$ cat config.mk
export PLATFORM = sky130hd
export DESIGN_NAME = xt_glue_top
export DESIGN_NICKNAME = d
export VERILOG_FILES = /design/src/logic/xt_bus_pkg.sv /design/src/logic/xt_decode_pkg.sv /design/src/logic/address_decoder.sv /design/src/logic/cycle_intake.sv /design/src/logic/response_stage.sv /design/src/logic/system_ctrl.sv /design/src/logic/xt_glue_top.sv
export VERILOG_INCLUDE_DIRS = /design/src /design/src/logic
export SDC_FILE = /design/constraint.sdc
export NUM_CORES = 1
export LEC_CHECK = 0
export BUFFER_PORTS_ARGS = -buffer_cell sky130_fd_sc_hd__buf_2
export CAP_MARGIN = 20
export CORE_ASPECT_RATIO = 1.25
export CORE_MARGIN = 3
export CORE_UTILIZATION = 50
export DETAILED_ROUTE_END_ITERATION = 8
export PLACE_DENSITY = 0.76
export SLEW_MARGIN = 20
export SYNTH_ARGS = -nofsm -noshare
export SYNTH_HDL_FRONTEND = slang
export SYNTH_SLANG_ARGS = --single-unit
$ cat constraint.sdc
create_clock -name clk -period 2.69 [get_ports clk]
set_input_delay 0.1345 -clock clk [delete_from_list [all_inputs] [get_ports clk]]
set_output_delay 0.1345 -clock clk [all_outputs]
set_load 0.05 [all_outputs]
$ cat src/logic/xt_glue_defs.svh
// bus widths, cycle codes, board port numbers
// and decode sizes for the system board glue

`ifndef XT_GLUE_DEFS_SVH
`define XT_GLUE_DEFS_SVH

// bus widths
`define XT_ADDR_W 20
`define XT_DATA_W 8

// cycle kinds, as carried in the request
`define XT_CYC_IOR  2'b00
`define XT_CYC_IOW  2'b01
`define XT_CYC_MEMR 2'b10
`define XT_CYC_MEMW 2'b11

// board ports, full 20-bit address
`define XT_PORT_CTRL 20'h00061  // system control port
`define XT_PORT_STAT 20'h00062  // status port
`define XT_PORT_NMI  20'h000A0  // nmi mask register

// decode sizes
// i/o space below 0x100 in 32-byte blocks
`define XT_IO_BLOCKS 8
// 8 KB rom slots in the top 64 KB
`define XT_ROM_SLOTS 8
// 64 KB ram banks in the lower 256 KB
`define XT_RAM_BANKS 4

`endif

$ cat src/logic/xt_bus_pkg.sv
// bus-side types: address, data byte, cycle kind
// and the request struct

`include "xt_glue_defs.svh"

package xt_bus_pkg;

   // 20-bit bus address
   typedef logic [`XT_ADDR_W-1:0] addr_t;

   // one data byte
   typedef logic [`XT_DATA_W-1:0] data_t;

   // ior, iow, memr or memw
   typedef logic [1:0] cyc_kind_t;

   // one bus cycle, 30 bits
   typedef struct packed {
      cyc_kind_t kind;   // cycle code
      addr_t     addr;
      data_t     wdata;  // ignored on reads
   } bus_req_t;

endpackage

$ cat src/logic/xt_decode_pkg.sv
// select and register types, response struct

`include "xt_glue_defs.svh"

package xt_decode_pkg;

   // one-hot peripheral block select, a[7:5]
   typedef logic [`XT_IO_BLOCKS-1:0] io_sel_t;

   // one-hot rom slot select, a[15:13]
   typedef logic [`XT_ROM_SLOTS-1:0] rom_sel_t;

   // one-hot ram bank select, a[17:16]
   typedef logic [`XT_RAM_BANKS-1:0] ram_sel_t;

   // system control port at 0x61
   // bit 0 timer-2 gate, bit 1 speaker data,
   // bit 4 parity check enable (low), bit 5 i/o check enable (low)
   typedef logic [`XT_DATA_W-1:0] ctrl_reg_t;

   // one response per bus cycle, 29 bits
   typedef struct packed {
      io_sel_t           io_sel;
      rom_sel_t          rom_sel;
      ram_sel_t          ram_sel;
      logic              hit;    // board register addressed
      xt_bus_pkg::data_t rdata;  // board register read data
   } bus_rsp_t;

endpackage

$ cat src/logic/address_decoder.sv
// address_decoder: i/o block, rom slot and ram bank selects
// for the cycle in the intake slot

`include "xt_glue_defs.svh"

module address_decoder (
   input  xt_bus_pkg::bus_req_t    req_i,
   output xt_decode_pkg::io_sel_t  io_sel_o,
   output xt_decode_pkg::rom_sel_t rom_sel_o,
   output xt_decode_pkg::ram_sel_t ram_sel_o
);

   import xt_bus_pkg::*;

   addr_t     a;
   cyc_kind_t kind;

   logic io_cyc;
   logic mem_cyc;
   logic io_low;    // port below 0x100
   logic rom_area;  // top 64 KB
   logic ram_area;  // lower 256 KB

   assign a    = req_i.addr;
   assign kind = req_i.kind;

   assign io_cyc  = (kind == `XT_CYC_IOR) || (kind == `XT_CYC_IOW);
   assign mem_cyc = (kind == `XT_CYC_MEMR) || (kind == `XT_CYC_MEMW);

   assign io_low   = (a[9:8] == 2'b00);
   assign rom_area = (a[19:16] == 4'hF);
   assign ram_area = (a[19:18] == 2'b00);

   // peripheral blocks, 32 bytes each
   always_comb begin
      io_sel_o = '0;
      if (io_cyc && io_low) begin
         io_sel_o[a[7:5]] = 1'b1;
      end
   end

   // rom answers reads only
   always_comb begin
      rom_sel_o = '0;
      if ((kind == `XT_CYC_MEMR) && rom_area) begin
         rom_sel_o[a[15:13]] = 1'b1;
      end
   end

   // ram banks take reads and writes
   always_comb begin
      ram_sel_o = '0;
      if (mem_cyc && ram_area) begin
         ram_sel_o[a[17:16]] = 1'b1;
      end
   end

endmodule

$ cat src/logic/cycle_intake.sv
// cycle_intake: one-deep input register for bus cycles

module cycle_intake (
   input  logic                 clk,
   input  logic                 reset_n,
   input  logic                 req_valid_i,
   input  xt_bus_pkg::bus_req_t req_i,
   output logic                 req_ready_o,
   output logic                 slot_valid_o,
   output xt_bus_pkg::bus_req_t slot_req_o,
   input  logic                 slot_ready_i
);

   import xt_bus_pkg::*;

   logic     valid_q;  // slot holds a cycle
   bus_req_t req_q;    // held cycle

   // free now, or the held cycle leaves on this edge
   assign req_ready_o = !valid_q || slot_ready_i;

   always_ff @(posedge clk) begin
      if (!reset_n) begin
         valid_q <= 1'b0;
      end else if (req_ready_o) begin
         valid_q <= req_valid_i;  // refill or drain
      end
   end

   // payload, loaded only on an input transfer
   always_ff @(posedge clk) begin
      if (req_valid_i && req_ready_o) begin
         req_q <= req_i;
      end
   end

   assign slot_valid_o = valid_q;
   assign slot_req_o   = req_q;

endmodule

$ cat src/logic/response_stage.sv
// response_stage: output register for one response

module response_stage (
   input  logic                    clk,
   input  logic                    reset_n,
   input  logic                    fire_i,
   input  xt_decode_pkg::bus_rsp_t rsp_i,
   output logic                    slot_ready_o,
   output logic                    rsp_valid_o,
   output xt_decode_pkg::bus_rsp_t rsp_o,
   input  logic                    rsp_ready_i
);

   import xt_decode_pkg::*;

   logic     valid_q;
   bus_rsp_t rsp_q;  // held response

   // empty, or emptying on this edge
   assign slot_ready_o = !valid_q || rsp_ready_i;

   always_ff @(posedge clk) begin
      if (!reset_n) begin
         valid_q <= 1'b0;
      end else if (fire_i) begin
         valid_q <= 1'b1;  // new response replaces a taken one
      end else if (rsp_ready_i) begin
         valid_q <= 1'b0;
      end
   end

   // payload, no reset
   always_ff @(posedge clk) begin
      if (fire_i) begin
         rsp_q <= rsp_i;
      end
   end

   assign rsp_valid_o = valid_q;
   assign rsp_o       = rsp_q;

endmodule

$ cat src/logic/system_ctrl.sv
// system_ctrl: control port, status port, nmi mask and error latches
// drives timer-2 gate, speaker and nmi

`include "xt_glue_defs.svh"

module system_ctrl (
   input  logic                 clk,
   input  logic                 reset_n,
   input  logic                 fire_i,
   input  xt_bus_pkg::bus_req_t req_i,
   input  logic                 parity_err_i,
   input  logic                 io_ch_ck_i,
   input  logic                 timer2_out_i,
   output logic                 hit_o,
   output xt_bus_pkg::data_t    rdata_o,
   output logic                 tim2_gate_o,
   output logic                 spkr_o,
   output logic                 nmi_o
);

   import xt_bus_pkg::*;
   import xt_decode_pkg::*;

   ctrl_reg_t ctrl_q;       // port 0x61
   ctrl_reg_t ctrl_d;       // value after this edge
   logic      allow_nmi_q;  // 0xA0 bit 7
   logic      par_err_q;    // latched parity error
   logic      chk_err_q;    // latched channel check

   logic is_ior;
   logic is_iow;
   logic sel_ctrl;
   logic sel_stat;
   logic sel_nmi;
   logic wr_ctrl;
   logic wr_nmi;

   // own port decode, full address
   assign is_ior   = (req_i.kind == `XT_CYC_IOR);
   assign is_iow   = (req_i.kind == `XT_CYC_IOW);
   assign sel_ctrl = (req_i.addr == `XT_PORT_CTRL);
   assign sel_stat = (req_i.addr == `XT_PORT_STAT);
   assign sel_nmi  = (req_i.addr == `XT_PORT_NMI);

   assign hit_o = (is_ior || is_iow) && (sel_ctrl || sel_stat || sel_nmi);

   assign wr_ctrl = fire_i && is_iow && sel_ctrl;
   assign wr_nmi  = fire_i && is_iow && sel_nmi;  // status port is read only

   // enables seen by the latches at this edge
   assign ctrl_d = wr_ctrl ? req_i.wdata : ctrl_q;

   always_ff @(posedge clk) begin
      if (!reset_n) begin
         ctrl_q      <= '0;
         allow_nmi_q <= 1'b0;
      end else begin
         if (wr_ctrl) ctrl_q <= req_i.wdata;
         if (wr_nmi) allow_nmi_q <= req_i.wdata[7];
      end
   end

   // error latches, held clear while the enable bit is high
   always_ff @(posedge clk) begin
      if (!reset_n) begin
         par_err_q <= 1'b0;
         chk_err_q <= 1'b0;
      end else begin
         if (ctrl_d[4]) par_err_q <= 1'b0;
         else if (parity_err_i) par_err_q <= 1'b1;

         if (ctrl_d[5]) chk_err_q <= 1'b0;
         else if (io_ch_ck_i) chk_err_q <= 1'b1;
      end
   end

   // read data, register values before the edge
   always_comb begin
      rdata_o = '0;
      if (is_ior) begin
         if (sel_ctrl) rdata_o = ctrl_q;
         else if (sel_stat) rdata_o = {par_err_q, chk_err_q, timer2_out_i, 5'b0};
         else if (sel_nmi) rdata_o = {allow_nmi_q, 7'b0};
      end
   end

   assign tim2_gate_o = ctrl_q[0];
   assign spkr_o      = timer2_out_i & ctrl_q[1];  // gated speaker
   assign nmi_o       = allow_nmi_q & (par_err_q | chk_err_q);

endmodule

$ cat src/logic/xt_glue_top.sv
// xt_glue_top: bus-cycle slave for the system board glue
// intake, decode and board registers, response register

module xt_glue_top (
   input  logic                    clk,
   input  logic                    reset_n,
   input  logic                    req_valid_i,
   input  xt_bus_pkg::bus_req_t    req_i,
   output logic                    req_ready_o,
   output logic                    rsp_valid_o,
   output xt_decode_pkg::bus_rsp_t rsp_o,
   input  logic                    rsp_ready_i,
   input  logic                    parity_err_i,
   input  logic                    io_ch_ck_i,
   input  logic                    timer2_out_i,
   output logic                    tim2_gate_o,
   output logic                    spkr_o,
   output logic                    nmi_o
);

   import xt_bus_pkg::*;
   import xt_decode_pkg::*;

   logic     slot_valid;
   logic     slot_ready;
   bus_req_t slot_req;
   logic     fire;  // cycle moves from intake to response

   io_sel_t  io_sel;
   rom_sel_t rom_sel;
   ram_sel_t ram_sel;
   logic     hit;
   data_t    rdata;
   bus_rsp_t rsp_d;  // merged response

   assign fire = slot_valid & slot_ready;

   cycle_intake cycle_intake_inst (
      .clk          (clk),
      .reset_n      (reset_n),
      .req_valid_i  (req_valid_i),
      .req_i        (req_i),
      .req_ready_o  (req_ready_o),
      .slot_valid_o (slot_valid),
      .slot_req_o   (slot_req),
      .slot_ready_i (slot_ready)
   );

   address_decoder address_decoder_inst (
      .req_i     (slot_req),
      .io_sel_o  (io_sel),
      .rom_sel_o (rom_sel),
      .ram_sel_o (ram_sel)
   );

   system_ctrl system_ctrl_inst (
      .clk          (clk),
      .reset_n      (reset_n),
      .fire_i       (fire),
      .req_i        (slot_req),
      .parity_err_i (parity_err_i),
      .io_ch_ck_i   (io_ch_ck_i),
      .timer2_out_i (timer2_out_i),
      .hit_o        (hit),
      .rdata_o      (rdata),
      .tim2_gate_o  (tim2_gate_o),
      .spkr_o       (spkr_o),
      .nmi_o        (nmi_o)
   );

   // decode selects plus board register answer
   always_comb begin
      rsp_d.io_sel  = io_sel;
      rsp_d.rom_sel = rom_sel;
      rsp_d.ram_sel = ram_sel;
      rsp_d.hit     = hit;
      rsp_d.rdata   = rdata;
   end

   response_stage response_stage_inst (
      .clk          (clk),
      .reset_n      (reset_n),
      .fire_i       (fire),
      .rsp_i        (rsp_d),
      .slot_ready_o (slot_ready),
      .rsp_valid_o  (rsp_valid_o),
      .rsp_o        (rsp_o),
      .rsp_ready_i  (rsp_ready_i)
   );

endmodule

---- Yosys cells after proc, flatten, opt, wreduce, memory -nomap -nowiden ----
Index checks and enable logic that the tools add are counted.
cells by class
  order comparisons ....................... 6
  eq/ne operators ......................... 7
  mux-type cells .......................... 12
  bitwise logic cells ..................... 5
  reductions and logical operators ........ 25
operators by type and width
  operator                                               number
  equality test 20 x 7 -> 1 bit (second input constant)  2
  2-to-1 mux 8 bit                                       3
  equality test 20 x 8 -> 1 bit (second input constant)  1
  logical AND 1 bit                                      11
  < comparator 3 x 4 -> 1 bit (second input constant)    2
  demux 1 bit (select 3 bit)                             2
  >= comparator 3 x 1 -> 1 bit (second input constant)   2
  logical NOT 2 bit                                      3
  logical OR 1 bit                                       6
  2-to-1 mux 6 bit                                       1
  2-to-1 mux 1 bit                                       5
  equality test 2 bit (second input constant)            2
  equality test 4 bit (second input constant)            1
  OR reduction 2 bit                                     2
  bitwise AND 1 bit                                      3
  < comparator 2 x 3 -> 1 bit (second input constant)    1
  demux 1 bit (select 2 bit)                             1
  equality test 2 x 1 -> 1 bit (second input constant)   1
  >= comparator 2 x 1 -> 1 bit (second input constant)   1
  logical NOT 1 bit                                      2
  nonzero test 2 bit                                     1
  inverter 1 bit                                         1
  OR 1 bit                                               1
storage, ports and cells
  bits in registers ....................... 72
  output and inout bits ................... 34
  logic and storage cells ................. 70

---- Depth between registers and ports, before layout ----
  word-level depth ........................ 7
  depth in mapped cells ................... 5
  mapped depth without buffers ............ 4

---- Cells and area by module ----
A second synthesis with hierarchy kept.
unflattened totals
  cells, all modules ...................... 186
  area total of the unflattened synthesis .. 2846.5 µm²
by module, submodules not included
  module           instances  cells an instance  area an instance (µm²)  sequential area each (µm²)
  cycle_intake     1          35                 958.4                   920.9
  response_stage   1          33                 919.6                   890.9
  system_ctrl      1          83                 762.0                   220.2
  address_decoder  1          34                 200.2                   0.0
  xt_glue_top      1          1                  6.3                     0.0

---- Least setup slack after synthesis ----
No wires, ideal clock.
  path kind ............................... register to register
  from .................................... register response_stage_inst.valid_q (netlist: response_stage_inst.rsp_valid_o)
  to ...................................... register response_stage_inst.rsp_q, in the netlist response_stage_inst.rsp_o[0] (enable)
  arrival ................................. 2.043 ns
  required time ........................... 2.272 ns
  slack ................................... 0.229 ns
  cell stages (with the launch flop) ...... 3
  buffers on the path ..................... 0
  cell sequence ........................... dfxtp_1 -> nor2b_1 -> nor2b_1
between the ends
  word-level cells in the longest chain between the ends .. 3
RTL lines
  item                    line                  text
  from (decl)             response_stage.sv:16  logic valid_q;
  from (signal assigned)  response_stage.sv:24  valid_q <= 1'b0;
  from (signal assigned)  response_stage.sv:26  valid_q <= 1'b1;
  from (signal assigned)  response_stage.sv:28  valid_q <= 1'b0;
  logical NOT 1 bit       response_stage.sv:20  assign slot_ready_o = !valid_q || rsp_ready_i;
  logical OR 1 bit        response_stage.sv:20
  bitwise AND 1 bit       xt_glue_top.sv:36     assign fire = slot_valid & slot_ready;
  net fire                xt_glue_top.sv:27     logic fire;
  to (signal assigned)    response_stage.sv:35  rsp_q <= rsp_i;
  to (decl)               response_stage.sv:17  bus_rsp_t rsp_q;
The timed path passes the listed nets, and every way through them passes these cells.
A chain may end at the register's enable or synchronous reset.

---- Final worst setup path ----
  from .................................... register cycle_intake_inst.req_q, in the netlist cycle_intake_inst.slot_req_o[23]
  to ...................................... register system_ctrl_inst.par_err_q
between the ends
  word-level cells in the longest chain between the ends .. 4
RTL lines
  item                                            line                text
  from (decl)                                     cycle_intake.sv:17  bus_req_t req_q;
  from (signal assigned)                          cycle_intake.sv:33  req_q <= req_i;
  equality test 20 x 7 -> 1 bit (no source line)  n/a
  logical AND 1 bit                               system_ctrl.sv:47   assign wr_ctrl = fire_i && is_iow && sel_ctrl;
  2-to-1 mux 6 bit                                system_ctrl.sv:51   assign ctrl_d = wr_ctrl ? req_i.wdata : ctrl_q;
  OR reduction 2 bit (no source line)             n/a
  to (signal assigned)                            system_ctrl.sv:66   par_err_q <= 1'b0;
  to (signal assigned)                            system_ctrl.sv:69   if (ctrl_d[4]) par_err_q <= 1'b0;
  to (signal assigned)                            system_ctrl.sv:70   else if (parity_err_i) par_err_q <= 1'b1;
  to (decl)                                       system_ctrl.sv:27   logic par_err_q;
Every way passes these cells.

==> results.json <==
{
  "syn_inst": 198,
  "dp_hpwl_um": 3664,
  "row_count": 29,
  "yosysMostFrequentCell": "edfxtp_1",
  "chipHeight_um": 89.07,
  "hold_violations": 0,
  "cpLargestDelayFamily": "simple AND/OR/NAND/NOR gates",
  "reg2reg_slack_ns": 0.35,
  "grt.total_usage_pct": 18.61,
  "synthesis.nets": 235,
  "holdCritStartpoint": "req_valid_i",
  "grt_use_met3_pct": 4.387,
  "post-route-period-util_pct": 86.81,
  "syn2layout_area_growth_pct": 34.41,
  "finClkSkew_ns": 0.008994,
  "route.detailed.drc": 0,
  "drtAntennaViolNets": 0,
  "routedWlPerCell_um": 15.08,
  "cp_slowest_stage_delay_ns": 0.72,
  "end_kind": "flop",
  "start_util_pct": 53.20,
  "path_buf_inv": 0,
  "min_path_type": "input port to flop",
  "final.setup.tns_ns": 0,
  "ys_top_cells_by_area": "edfxtp_1 64%, dfxtp_1 9.4%, nor2_1 3.3%",
  "cts_buffers": 9,
  "ys.flop_type": "edfxtp_1",
  "p_leak_nw": 1.374,
  "drv_slew": 0,
  "post-cts-setup-buffers": 0,
  "grt_busiest_layer": "met2",
  "synth_cell_types": 34,
  "status": "finished clean",
  "post-route-min-period_ns": 2.335,
  "maxSlewHeadroom_pct": 57.78,
  "cp_common_cell": "or4_1",
  "p_total_w": 0.002339,
  "nets": 346,
  "crit_path_top_delay_cell": "or4_1",
  "coreArea_um2": 5189,
  "grt_max_degree": 25,
  "synth_edf_count": 59,
  "ios": 71,
  "clockBufferDepth": 2,
  "ys_ff_latch": 72,
  "synth.largest_area_cell": "edfxtp_1",
  "avgViaCountPerCell": 5.276,
  "antenna_found_initial": 1,
  "max_freq_mhz": 428.3,
  "drv_cap": 0,
  "drt-total-wl_um": 5685,
  "first_iter_violations": 148,
  "cts_resized": 0,
  "layout_setup_ws_ns": 0.3549,
  "holdBufCountCts": 30,
  "dieArea_um2": 6454,
  "ys_seq_area_share_pct": 73.62,
  "rsz0062_at_grt": "false",
  "grt_pass1_wl_um": 8832,
  "finalSetupViolCount": 0,
  "use_met1_pct": 19.68,
  "hold_end": "cycle_intake_inst.slot_valid_o",
  "clockRootBuffer": "clkbuf_8",
  "async_flop_share_pct": 0,
  "min_path_cells": 3,
  "vdd_drop_max_mv": 0.5000,
  "drive_above_1_share_pct": 31.21,
  "route.vias.total": 1989,
  "netlist.area_leader.share_pct": 64.19,
  "powerDensity_nw_per_um2": 630.6,
  "first_pass_iters": 4,
  "path_cells": "or4_1, or4_1, o31ai_1, and3b_1",
  "htree_num_levels": 3,
  "pre_cts_ws_ns": 0.3847,
  "crit_path_start_kind": "flop",
  "required_ns": 2.97,
  "ys.warnings.count": 0,
  "rr_worst_depth": 4,
  "critical_path_class": "flop to flop",
  "syn_avg_cell_area_um2": 13.94,
  "fp.dieW_um": 72.46,
  "clk_latency_ns": 0.34,
  "clock_sinks": 72,
  "grt.overflow.total": 0,
  "path_clk_slew_ns": 0.07,
  "worstPathMaxFanout": 8,
  "synth_common_cells": "59 x edfxtp_1, 24 x nor2_1, 13 x dfxtp_1",
  "met2_usage_pct": 33.39,
  "syn_area_um2": 2760,
  "reg2reg_from": "cycle_intake_inst.slot_req_o[23]",
  "worst_pin_slew_ns": 0.6274,
  "r2r-end": "system_ctrl_inst.par_err_q",
  "cts_tree": "done",
  "cp_data_arrival_time_ns": 2.62,
  "place.gp.congestion": 0.7461,
  "port_buffers": 70,
  "grt_pass1_vias": 1930
}
## logic make-up after synthesis
family	count (synthesis)	synth area share (%)
flip-flops	72	73.62
buffers and inverters	9	1.269
AND/OR/NAND/NOR	91	19.13
AO/OA/AOI/OAI	26	5.983
## stage by stage
| stage | hold slack, ns | util, % | cells | area (um2) |
|---|---|---|---|---|
| final | 0.01812 | 71.50 | 377 | 3710 |
| after floorplan | 0.2334 | - | 198 | 2760 |
| after CTS | 0.006444 | 71.45 | 376 | 3707 |
| after global routing | 0.04313 | 71.50 | 377 | 3710 |
| after global placement | 0.3118 | 61.83 | 330 | 3208 |
| after detailed placement | 0.3126 | 61.83 | 330 | 3208 |
## worst reg2reg max path: cells and delay by family (launching register included)
| family | cells | cell delay [ns] |
|---|---|---|
| AOI/OAI and AO/OA | 1 | 0.30 |
| DFF | 1 | 0.46 |
| and+or+nand+nor | 3 | 1.52 |
## final cells by class
class | instances | area [um2]
antenna | 1 | 2.502
clock inverter | 4 | 43.79
timing repair buffer | 105 | 688.2
inverter | 4 | 15.01
sequential | 72 | 2032
tap | 62 | 77.57
multi-input combinational | 117 | 695.7
fill | 338 | 1479
clock buffer | 12 | 155.1
## cells in the final DEF, fill, tap and decap left out, drive strengths merged, types with 5 or more instances in the layout
master / n
nor2: 24
clkbuf: 12
nor3: 6
and3: 5
a21oi: 10
o31ai: 9
nand2: 9
buf: 75
nand2b: 6
nand4: 10
edfxtp: 59
or4: 5
dfxtp: 13
dlygate4sd3: 30
## state kept, by name (all words and copies together) (netlist names)
signal / cells
cycle_intake_inst.slot_req_o: 30
cycle_intake_inst.slot_valid_o: 1
response_stage_inst.rsp_o: 29
response_stage_inst.rsp_valid_o: 1
system_ctrl_inst.allow_nmi_q: 1
system_ctrl_inst.chk_err_q: 1
system_ctrl_inst.ctrl_q: 8
system_ctrl_inst.par_err_q: 1
## power breakdown
| part | internal, W | switching, W | total, W |
|---|---|---|---|
| clock network | 0.000473 | 0.000370 | 0.000843 |
| logic | 0.0000777 | 0.000136 | 0.000214 |
| registers | 0.00126 | 0.0000237 | 0.00128 |
## routing by layer
metal | routed length, um | share of wire, %
met1 | 2120 | 37
met2 | 3099 | 55
met3 | 326 | 5.7
met4 | 138 | 2.4
met5 | 0 | 0
## worst max path at each step
stage	to	cells after the start	slack (ns)	startpoint
floorplan	response_stage_inst.rsp_o[0]	2	0.23	response_stage_inst.rsp_valid_o
global placement	response_stage_inst.rsp_o[7]	4	0.43	cycle_intake_inst.slot_req_o[24]
detailed placement	response_stage_inst.rsp_o[7]	4	0.38	cycle_intake_inst.slot_req_o[24]
CTS	system_ctrl_inst.par_err_q	4	0.37	cycle_intake_inst.slot_req_o[23]
global route	system_ctrl_inst.par_err_q	4	0.19	cycle_intake_inst.slot_req_o[23]
finish	system_ctrl_inst.par_err_q	4	0.35	cycle_intake_inst.slot_req_o[23]
No activity file was read; power rests on OpenSTA's default activity.
